## src/rtl/rx_config.svh

```systemverilog
`ifndef RX_CONFIG_SVH
`define RX_CONFIG_SVH

// flit and packet geometry
`define RX_FLIT_WIDTH 32
`define RX_PKT_LENGTH_WIDTH 7

// packet cache size, address width must cover the depth
`define RX_CACHE_DEPTH 64
`define RX_CACHE_ADDR_WIDTH 6

// crc-8, msb first
`define RX_CRC_POLY 8'h07
`define RX_CRC_INIT 8'h00

`endif
```

## src/rtl/rx_ctrl_pkg.sv

```systemverilog
`default_nettype none

package rx_ctrl_pkg;

    typedef enum logic [2:0] {
        IDLE,
        GET_LENGTH,
        CRC_WAIT,
        REQ_EN
    } rx_state_e;

    // one-cycle verdict from the crc unit
    typedef struct packed {
        logic valid;
        logic error;
    } crc_result_t;

    // saturating event counters
    typedef struct packed {
        logic [7:0] crc_err_count;
        logic [7:0] overflow_count;
        logic [7:0] pkt_count;
    } rx_status_t;

endpackage

`default_nettype wire

```

## src/rtl/chiplet_types_pkg.sv

```systemverilog
`default_nettype none

`include "rx_config.svh"

package chiplet_types_pkg;

    // one word on the switch link
    typedef logic [`RX_FLIT_WIDTH-1:0] flit_t;

    // destination request vector
    typedef logic [4:0] req_t;

    // header layout, msb first
    typedef struct packed {
        logic [2:0]                      format;
        req_t                            req;
        // payload flit count, crc flit not included
        logic [`RX_PKT_LENGTH_WIDTH-1:0] length;
        logic [7:0]                      pkt_id;
        logic [8:0]                      reserved;
    } pkt_hdr_t;

    // same flit seen as header in idle, as payload afterwards
    typedef union packed {
        pkt_hdr_t hdr;
        flit_t    raw;
    } flit_u;

endpackage

`default_nettype wire

```

## src/rtl/rx_endpoint.sv

```systemverilog
`timescale 1ns/1ps
`default_nettype none

`include "rx_config.svh"

module rx_endpoint (
    input  logic                            clk,
    input  logic                            n_rst,
    input  chiplet_types_pkg::flit_u        flit_in,
    input  logic                            flit_valid,
    output logic                            flit_ready,
    output logic                            pkt_ready,
    output chiplet_types_pkg::req_t         pkt_req,
    output logic [`RX_PKT_LENGTH_WIDTH-1:0] pkt_len,
    output rx_ctrl_pkg::rx_status_t         status,
    input  logic [`RX_CACHE_ADDR_WIDTH-1:0] rd_addr,
    output chiplet_types_pkg::flit_t        rd_data
);

    import chiplet_types_pkg::*;
    import rx_ctrl_pkg::*;

    // counter handshake
    logic                            clear;
    logic                            count_enable;
    logic [`RX_PKT_LENGTH_WIDTH-1:0] limit;
    logic [`RX_PKT_LENGTH_WIDTH-1:0] count;
    logic                            done;

    // crc unit
    logic        crc_clear;
    logic        crc_byte_en;
    logic        crc_check;
    flit_u       crc_flit;
    crc_result_t crc_result;

    // packet cache
    logic                            overflow;
    logic                            cache_enable;
    logic [`RX_PKT_LENGTH_WIDTH-1:0] cache_addr;
    flit_t                           cache_data;

    rx_fsm fsm0 (
        .clk          (clk),
        .n_rst        (n_rst),
        .flit_in      (flit_in),
        .flit_valid   (flit_valid),
        .flit_ready   (flit_ready),
        .overflow     (overflow),
        .crc_result   (crc_result),
        .count        (count),
        .done         (done),
        .clear        (clear),
        .count_enable (count_enable),
        .limit        (limit),
        .crc_clear    (crc_clear),
        .crc_byte_en  (crc_byte_en),
        .crc_check    (crc_check),
        .crc_flit     (crc_flit),
        .cache_enable (cache_enable),
        .cache_addr   (cache_addr),
        .cache_data   (cache_data),
        .pkt_ready    (pkt_ready),
        .pkt_req      (pkt_req),
        .pkt_len      (pkt_len),
        .status       (status)
    );

    flit_counter counter0 (
        .clk          (clk),
        .n_rst        (n_rst),
        .clear        (clear),
        .count_enable (count_enable),
        .limit        (limit),
        .count        (count),
        .done         (done)
    );

    rx_crc crc0 (
        .clk         (clk),
        .n_rst       (n_rst),
        .crc_clear   (crc_clear),
        .crc_byte_en (crc_byte_en),
        .crc_check   (crc_check),
        .flit        (crc_flit),
        .crc_result  (crc_result)
    );

    rx_buffer cache0 (
        .clk          (clk),
        .n_rst        (n_rst),
        .cache_enable (cache_enable),
        .cache_addr   (cache_addr),
        .cache_data   (cache_data),
        .overflow     (overflow),
        .rd_addr      (rd_addr),
        .rd_data      (rd_data)
    );

endmodule

`default_nettype wire

```

## src/rtl/rx_fsm.sv

```systemverilog
`timescale 1ns/1ps
`default_nettype none

`include "rx_config.svh"

module rx_fsm (
    input  logic                            clk,
    input  logic                            n_rst,
    input  chiplet_types_pkg::flit_u        flit_in,
    input  logic                            flit_valid,
    output logic                            flit_ready,
    input  logic                            overflow,
    input  rx_ctrl_pkg::crc_result_t        crc_result,
    input  logic [`RX_PKT_LENGTH_WIDTH-1:0] count,
    input  logic                            done,
    output logic                            clear,
    output logic                            count_enable,
    output logic [`RX_PKT_LENGTH_WIDTH-1:0] limit,
    output logic                            crc_clear,
    output logic                            crc_byte_en,
    output logic                            crc_check,
    output chiplet_types_pkg::flit_u        crc_flit,
    output logic                            cache_enable,
    output logic [`RX_PKT_LENGTH_WIDTH-1:0] cache_addr,
    output chiplet_types_pkg::flit_t        cache_data,
    output logic                            pkt_ready,
    output chiplet_types_pkg::req_t         pkt_req,
    output logic [`RX_PKT_LENGTH_WIDTH-1:0] pkt_len,
    output rx_ctrl_pkg::rx_status_t         status
);

    import chiplet_types_pkg::*;
    import rx_ctrl_pkg::*;

    rx_state_e  state, next_state;
    flit_u      hdr_q;
    logic       ready_armed;
    logic       verdict_pending;
    logic       xfer, payload_xfer, crc_xfer;
    rx_status_t status_q;

    function automatic logic [7:0] sat_inc(input logic [7:0] v);
        return (v == 8'hff) ? v : v + 8'd1;
    endfunction

    assign xfer         = flit_valid && flit_ready;
    // once done is set the next flit is the crc flit
    assign payload_xfer = (state == CRC_WAIT) && xfer && !done;
    assign crc_xfer     = (state == CRC_WAIT) && xfer && done;

    always_ff @(posedge clk, negedge n_rst) begin
        if (!n_rst) begin
            state           <= IDLE;
            ready_armed     <= 1'b0;
            verdict_pending <= 1'b0;
        end else begin
            state           <= next_state;
            // hold off the link for one cycle out of reset
            ready_armed     <= 1'b1;
            verdict_pending <= (state == CRC_WAIT) && (verdict_pending || crc_xfer) &&
                               !crc_result.valid;
        end
    end

    // header kept for the whole packet
    always_ff @(posedge clk) begin
        if ((state == IDLE) && xfer) begin
            hdr_q <= flit_in;
        end
    end

    always_comb begin
        next_state = state;
        case (state)
            IDLE: begin
                if (xfer) begin
                    next_state = GET_LENGTH;
                end
            end
            GET_LENGTH: begin
                next_state = CRC_WAIT;
            end
            CRC_WAIT: begin
                if (overflow) begin
                    next_state = IDLE;
                end else if (crc_result.valid) begin
                    next_state = crc_result.error ? IDLE : REQ_EN;
                end
            end
            REQ_EN: begin
                next_state = IDLE;
            end
            default: begin
                next_state = IDLE;
            end
        endcase
    end

    always_comb begin
        case (state)
            IDLE:     flit_ready = ready_armed;
            CRC_WAIT: flit_ready = !verdict_pending;
            default:  flit_ready = 1'b0;
        endcase
    end

    // decode and restart counter and crc in get_length
    assign clear     = (state == GET_LENGTH);
    assign crc_clear = (state == GET_LENGTH);
    assign limit     = hdr_q.hdr.length;

    // payload steering
    assign count_enable = payload_xfer;
    assign crc_byte_en  = payload_xfer;
    assign crc_check    = crc_xfer;
    assign crc_flit     = flit_in;
    assign cache_enable = payload_xfer;
    assign cache_addr   = count;
    assign cache_data   = flit_in.raw;

    assign pkt_ready = (state == REQ_EN);

    // packet outputs hold until the next good packet
    always_ff @(posedge clk, negedge n_rst) begin
        if (!n_rst) begin
            pkt_req <= '0;
            pkt_len <= '0;
        end else if ((state == CRC_WAIT) && (next_state == REQ_EN)) begin
            pkt_req <= hdr_q.hdr.req;
            pkt_len <= hdr_q.hdr.length;
        end
    end

    always_ff @(posedge clk, negedge n_rst) begin
        if (!n_rst) begin
            status_q <= '0;
        end else begin
            if ((state == CRC_WAIT) && overflow) begin
                status_q.overflow_count <= sat_inc(status_q.overflow_count);
            end
            // a verdict never arrives together with an overflow
            if ((state == CRC_WAIT) && crc_result.valid && crc_result.error) begin
                status_q.crc_err_count <= sat_inc(status_q.crc_err_count);
            end
            if (state == REQ_EN) begin
                status_q.pkt_count <= sat_inc(status_q.pkt_count);
            end
        end
    end

    assign status = status_q;

endmodule

`default_nettype wire

```

## src/rtl/rx_buffer.sv

```systemverilog
`timescale 1ns/1ps
`default_nettype none

`include "rx_config.svh"

module rx_buffer (
    input  logic                            clk,
    input  logic                            n_rst,
    input  logic                            cache_enable,
    input  logic [`RX_PKT_LENGTH_WIDTH-1:0] cache_addr,
    input  chiplet_types_pkg::flit_t        cache_data,
    output logic                            overflow,
    input  logic [`RX_CACHE_ADDR_WIDTH-1:0] rd_addr,
    output chiplet_types_pkg::flit_t        rd_data
);

    import chiplet_types_pkg::*;

    flit_t mem [`RX_CACHE_DEPTH];

    // write past the end of the cache is refused
    assign overflow = cache_enable &&
                      (cache_addr >= `RX_PKT_LENGTH_WIDTH'(`RX_CACHE_DEPTH));

    always_ff @(posedge clk) begin
        if (cache_enable && !overflow) begin
            mem[cache_addr[`RX_CACHE_ADDR_WIDTH-1:0]] <= cache_data;
        end
    end

    // host read port, one cycle latency
    always_ff @(posedge clk, negedge n_rst) begin
        if (!n_rst) begin
            rd_data <= '0;
        end else begin
            rd_data <= mem[rd_addr];
        end
    end

endmodule

`default_nettype wire

```

## src/rtl/rx_crc.sv

```systemverilog
`timescale 1ns/1ps
`default_nettype none

`include "rx_config.svh"

module rx_crc (
    input  logic                      clk,
    input  logic                      n_rst,
    input  logic                      crc_clear,
    input  logic                      crc_byte_en,
    input  logic                      crc_check,
    input  chiplet_types_pkg::flit_u  flit,
    output rx_ctrl_pkg::crc_result_t  crc_result
);

    import chiplet_types_pkg::*;

    logic [7:0] crc_q;

    // fold one flit, top byte first, msb first inside each byte
    function automatic logic [7:0] fold_flit(input logic [7:0] crc_in, input flit_t word);
        logic [7:0] c;
        c = crc_in;
        for (int b = 3; b >= 0; b--) begin
            c = c ^ word[b*8 +: 8];
            for (int i = 0; i < 8; i++) begin
                if (c[7]) begin
                    c = {c[6:0], 1'b0} ^ `RX_CRC_POLY;
                end else begin
                    c = {c[6:0], 1'b0};
                end
            end
        end
        return c;
    endfunction

    // running crc over the payload
    always_ff @(posedge clk, negedge n_rst) begin
        if (!n_rst) begin
            crc_q <= `RX_CRC_INIT;
        end else if (crc_clear) begin
            crc_q <= `RX_CRC_INIT;
        end else if (crc_byte_en) begin
            crc_q <= fold_flit(crc_q, flit.raw);
        end
    end

    // verdict lives for one cycle after the check
    always_ff @(posedge clk, negedge n_rst) begin
        if (!n_rst) begin
            crc_result.valid <= 1'b0;
            crc_result.error <= 1'b0;
        end else begin
            crc_result.valid <= crc_check;
            // low byte of the crc flit carries the sender's crc
            crc_result.error <= crc_check && (crc_q != flit.raw[7:0]);
        end
    end

endmodule

`default_nettype wire

```

## src/rtl/flit_counter.sv

```systemverilog
`timescale 1ns/1ps
`default_nettype none

`include "rx_config.svh"

module flit_counter (
    input  logic                            clk,
    input  logic                            n_rst,
    input  logic                            clear,
    input  logic                            count_enable,
    input  logic [`RX_PKT_LENGTH_WIDTH-1:0] limit,
    output logic [`RX_PKT_LENGTH_WIDTH-1:0] count,
    output logic                            done
);

    logic [`RX_PKT_LENGTH_WIDTH-1:0] count_q;

    always_ff @(posedge clk, negedge n_rst) begin
        if (!n_rst) begin
            count_q <= '0;
        end else if (clear) begin
            count_q <= '0;
        end else if (count_enable) begin
            count_q <= count_q + 1'b1;
        end
    end

    assign count = count_q;

    // zero limit is done right after the clear
    assign done = (count_q == limit);

endmodule

`default_nettype wire

```

## config.mk

```make
export PLATFORM = sky130hd
export DESIGN_NAME = rx_endpoint
export DESIGN_NICKNAME = d
export VERILOG_FILES = /design/src/rtl/rx_ctrl_pkg.sv /design/src/rtl/chiplet_types_pkg.sv /design/src/rtl/rx_endpoint.sv /design/src/rtl/rx_fsm.sv /design/src/rtl/rx_buffer.sv /design/src/rtl/rx_crc.sv /design/src/rtl/flit_counter.sv
export VERILOG_INCLUDE_DIRS = /design/src /design/src/rtl
export SDC_FILE = /design/constraint.sdc
export NUM_CORES = 2
export LEC_CHECK = 0
export BUFFER_PORTS_ARGS = -buffer_cell sky130_fd_sc_hd__buf_2
export CORE_MARGIN = 10
export CORE_UTILIZATION = 56
export DETAILED_ROUTE_END_ITERATION = 12
export PLACE_DENSITY = 0.75
export SETUP_SLACK_MARGIN = 0.3
export SYNTH_ARGS = -nofsm -noshare
export SYNTH_HDL_FRONTEND = slang
export SYNTH_HIERARCHICAL = 1
export SYNTH_SLANG_ARGS = --single-unit
```

## constraint.sdc

```tcl
create_clock -name clk -period 3.7 [get_ports clk]
set_input_delay 0.555 -clock clk [delete_from_list [all_inputs] [get_ports clk]]
set_output_delay 0.555 -clock clk [all_outputs]
set_load 0.1 [all_outputs]
```

==> summary.md <==
| Metric | Value |
|---|---|
| Syn_nets | `3,772` |
| First-pass GRT wire length | `309 mm` |
| Synth top area cells | `edfxtp_1 (74%), mux4_2 (14%), dfrtp_1 (2.7%)` |
| Total design power | `53.0 mW` |
| CP max FO | `23` |
| CP delay by family, top | `simple AND/OR/NAND/NOR gates` |
| Worst Setup End Kind | `flop` |
| Detailed Route WL | `215 mm` |
| Pin count of the biggest net entering global routing | `67` |
| CP peak stage delay | `0.78 ns` |
| Pleak | `30.3 nW` |
| Starting density of the core | `0.563` |
| Io pins | `111` |
| Setup TNS | `0 ns` |
| Via count | `41,600` |
| CP Launch Type | `flop` |
| Drt pass-1 iters | `6` |
| Clock power frac | `0.375` |
| Period Utilization, post-route | `0.857` |
| Yosys top cell area share | `0.744` |
| EDFF count, synth | `2,060` |
| Share of cells above drive strength 1 | `0.307` |
| Internal Power | `40.4 mW` |
| Clk_lat worst skew | `0.85 ns` |
| CTS sink count | `2,150` |
| Met1 Use GR | `0.370` |
| Slew Viols, Final | `0` |
| Worst VDD drop | `806 µV` |
| Worst EP required | `4.24 ns` |
| CTS tree | `built` |
| Setup Buffers After CTS | `0` |
| Switch Pwr | `12.6 mW` |
| Final Hold Fails | `0` |
| Total Routing Usage GR | `0.264` |
| RSZ-0062 raised after global routing | `false` |
| GR peak layer | `met2` |
| DR iter-0 viols | `6,694` |
| Number of global-route vias before repair | `41,900` |
| Commonest cells post-synth | `edfxtp_1 (2,060), mux4_2 (512), nor2_1 (123)` |
| PwrDens | `562 nW/µm²` |
| Synth unique cells | `64` |
| Fmax achieved | `315 MHz` |
| Finished Core Util | `0.639` |
| Syn_area_per_cell | `22.3 µm²` |
| Slew @ Worst Pin | `1.17 ns` |
| CP max stage cell | `dfrtp_1` |
| Finish-stage setup viols | `0` |
| Most used cell along the critical path | `nor4_2` |
| Root Buffer | `clkbuf_16` |
| Ys flop type | `edfxtp_1` |
| Placed Instances | `5,772` |
| Comb pwr share | `0.118` |
| Die H | `405 µm` |
| Worst Clk Skew | `0.0330 ns` |
| Clock-pin slew on the worst setup and hold paths | `0.06 ns` |
| Sequential power share | `0.507` |
| Top-count cell post-synth | `edfxtp_1` |
| Met3 global-route usage | `0.0656` |
| Final Wtd Congestion | `0.892` |
| Worst Path Arrival | `3.71 ns` |
| Sw Share | `0.237` |
| DR DRC count | `0` |
| Max Cap Violations | `0` |
| GRT Residual Overflow | `0` |
| Yosys reg bits | `2,150` |
| Routed wire length per instance | `35.0 µm` |
| Vias per inst | `6.77` |
| GR Layer Usage met2 | `0.404` |
| Die ar. | `164,000 µm²` |
| Post-Synthesis Cell Area | `83,100 µm²` |
| Initial antenna violation count | `13` |
| Site Rows | `141` |
| Final ANT Viol Nets | `0` |
| Synth Warn # | `6` |
| Bufs on Longest Clock Path | `3` |
| Die Wd | `405 µm` |
| H-tree lvl count | `4` |
| Leading area contributor after synthesis | `edfxtp_1` |
| CP bufs+invs | `2` |
| Total CTS buffers | `202` |
| Max-Slew Margin vs Limit | `0.223` |
| Sequential fraction of the synthesis area | `0.771` |
| Fin cells | `6,144` |
| Worst hold slack | `0.0913 ns` |
| Outcome | `finished clean` |
| Nets@finish | `4,092` |
| Cells after Synth | `3,727` |
| Min-delay worst type | `in2reg` |
| Port buffer count | `110` |
| CP cell instances | `xor2_1 -> nor4_2 -> nor4_2 -> and3b_1 -> nand3_1 -> buf_4 -> nor2_4 -> buf_12` |
| Area Growth Syn to Fin | `13.6%` |
| Detail Placement HPWL | `124 mm` |
| Period minus WS final | `3.17 ns` |
| Crit path kind | `reg2reg` |
| Synth async-reset ratio | `0.0419` |
| Core Footprint | `148,000 µm²` |
==> worst reg2reg max path: cells and delay by family (launching register included) <==
kind	cells	cell delay, ns
simple gates	5	1.34
buf+inv	2	0.51
xor+xnor	1	0.23
flops	1	0.78
==> worst paths after layout <==
path,startpoint,to,slack [ns],cells past startpoint
worst min register to register,fsm0/hdr_q[27],fsm0/pkt_req[3],0.49,1
worst max-delay path,counter0/count[5],cache0/mem[31][8],0.53,8
min in group asynchronous,n_rst,fsm0/status[13],0.31,2
worst min-delay path,flit_valid,crc0/crc_result[1],0.09,3
max in group asynchronous,n_rst,cache0/rd_data[30],2.52,3
worst max register to register,counter0/count[5],cache0/mem[31][8],0.53,8
==> power groups by stage <==
stage | logic, mW | registers (mW) | clock network [mW]
after floorplan | 4.34 | 27.7 | 0
after global placement | 6.09 | 27.4 | 0
after detailed placement | 6.22 | 27.4 | 0
after CTS | 6.28 | 26.9 | 19.9
after global routing | 6.63 | 26.9 | 20.8
final | 6.26 | 26.9 | 19.9
==> repair_timing <==
item,4_1_cts,5_1_grt
hold endpoints to repair,44,0
gates resized for setup,0,1
hold buffers,1,0
setup endpoints to repair,0,13
==> stage by stage <==
stage                     area, µm²  setup slack [ns]
final                         94400             0.527
after global routing          94400             0.380
after global placement        88100            -0.214
after floorplan               83100           -0.0762
after CTS                     94400             0.331
after detailed placement      88100           -0.0534
==> metal layers <==
layer  vias to the layer above  share of wire
li1                      16300              -
met1                     21800           0.36
met2                      2959           0.47
met3                       460           0.13
met4                        16          0.042
met5                         -        0.00046
==> cell usage in the layout (no fill, tap or decap), types with 20 or more instances in the layout <==
| master | instances |
|---|---|
| dfrtp_1 | 90 |
| xor2_1 | 28 |
| a221oi_1 | 63 |
| edfxtp_1 | 2060 |
| xnor2_1 | 39 |
| buf_4 | 197 |
| buf_2 | 106 |
| clkbuf_1 | 62 |
| a21oi_1 | 63 |
| buf_12 | 83 |
| o221ai_1 | 20 |
| a22o_1 | 40 |
| nor2_4 | 65 |
| nor2_1 | 57 |
| nand2_1 | 46 |
| mux4_2 | 512 |
| clkbuf_16 | 205 |
| mux2i_1 | 36 |
| clkinv_1 | 43 |
| clkinv_2 | 27 |
| a22oi_1 | 42 |
| o22ai_1 | 81 |
==> area by class of cell <==
cell class	count	area, µm²
flip-flops and latches	2150	64100
fillers	9200	53300
multi-input cells	1299	17900
clock buffers	273	5450
repair buffers	390	3730
well taps	1930	2410
clock inverters	96	778
inverters	4	15.0
diodes	2	5.00
==> flip-flops by register name, summed over array words and instances, names as in the netlist, 2 cells and up <==
signal and flops:
fsm0/status 24, cache0/rd_data 32, crc0/crc_result 2, fsm0/state 3, counter0/count 7, fsm0/pkt_len 7
fsm0/pkt_req 5, cache0/mem 2048, crc0/crc_q 8, fsm0/hdr_q 12
==> kinds of logic (layout without fill, tap and decap cells) <==
group                    count (synthesis)  in the layout  share of synthesized area
adder cells (fa/ha/maj)                  4              4                   0.000602
XOR/XNOR                               100            100                     0.0157
buffers and inverters                  278            763                     0.0198
flip-flops                            2150           2150                      0.771
other                                    2              4                  0.0000904
AO/OA/AOI/OAI                          346            346                     0.0296
multiplexers                           570            570                      0.146
AND/OR/NAND/NOR                        277            277                     0.0163
Note: power is estimated with default switching activity, not from simulation.
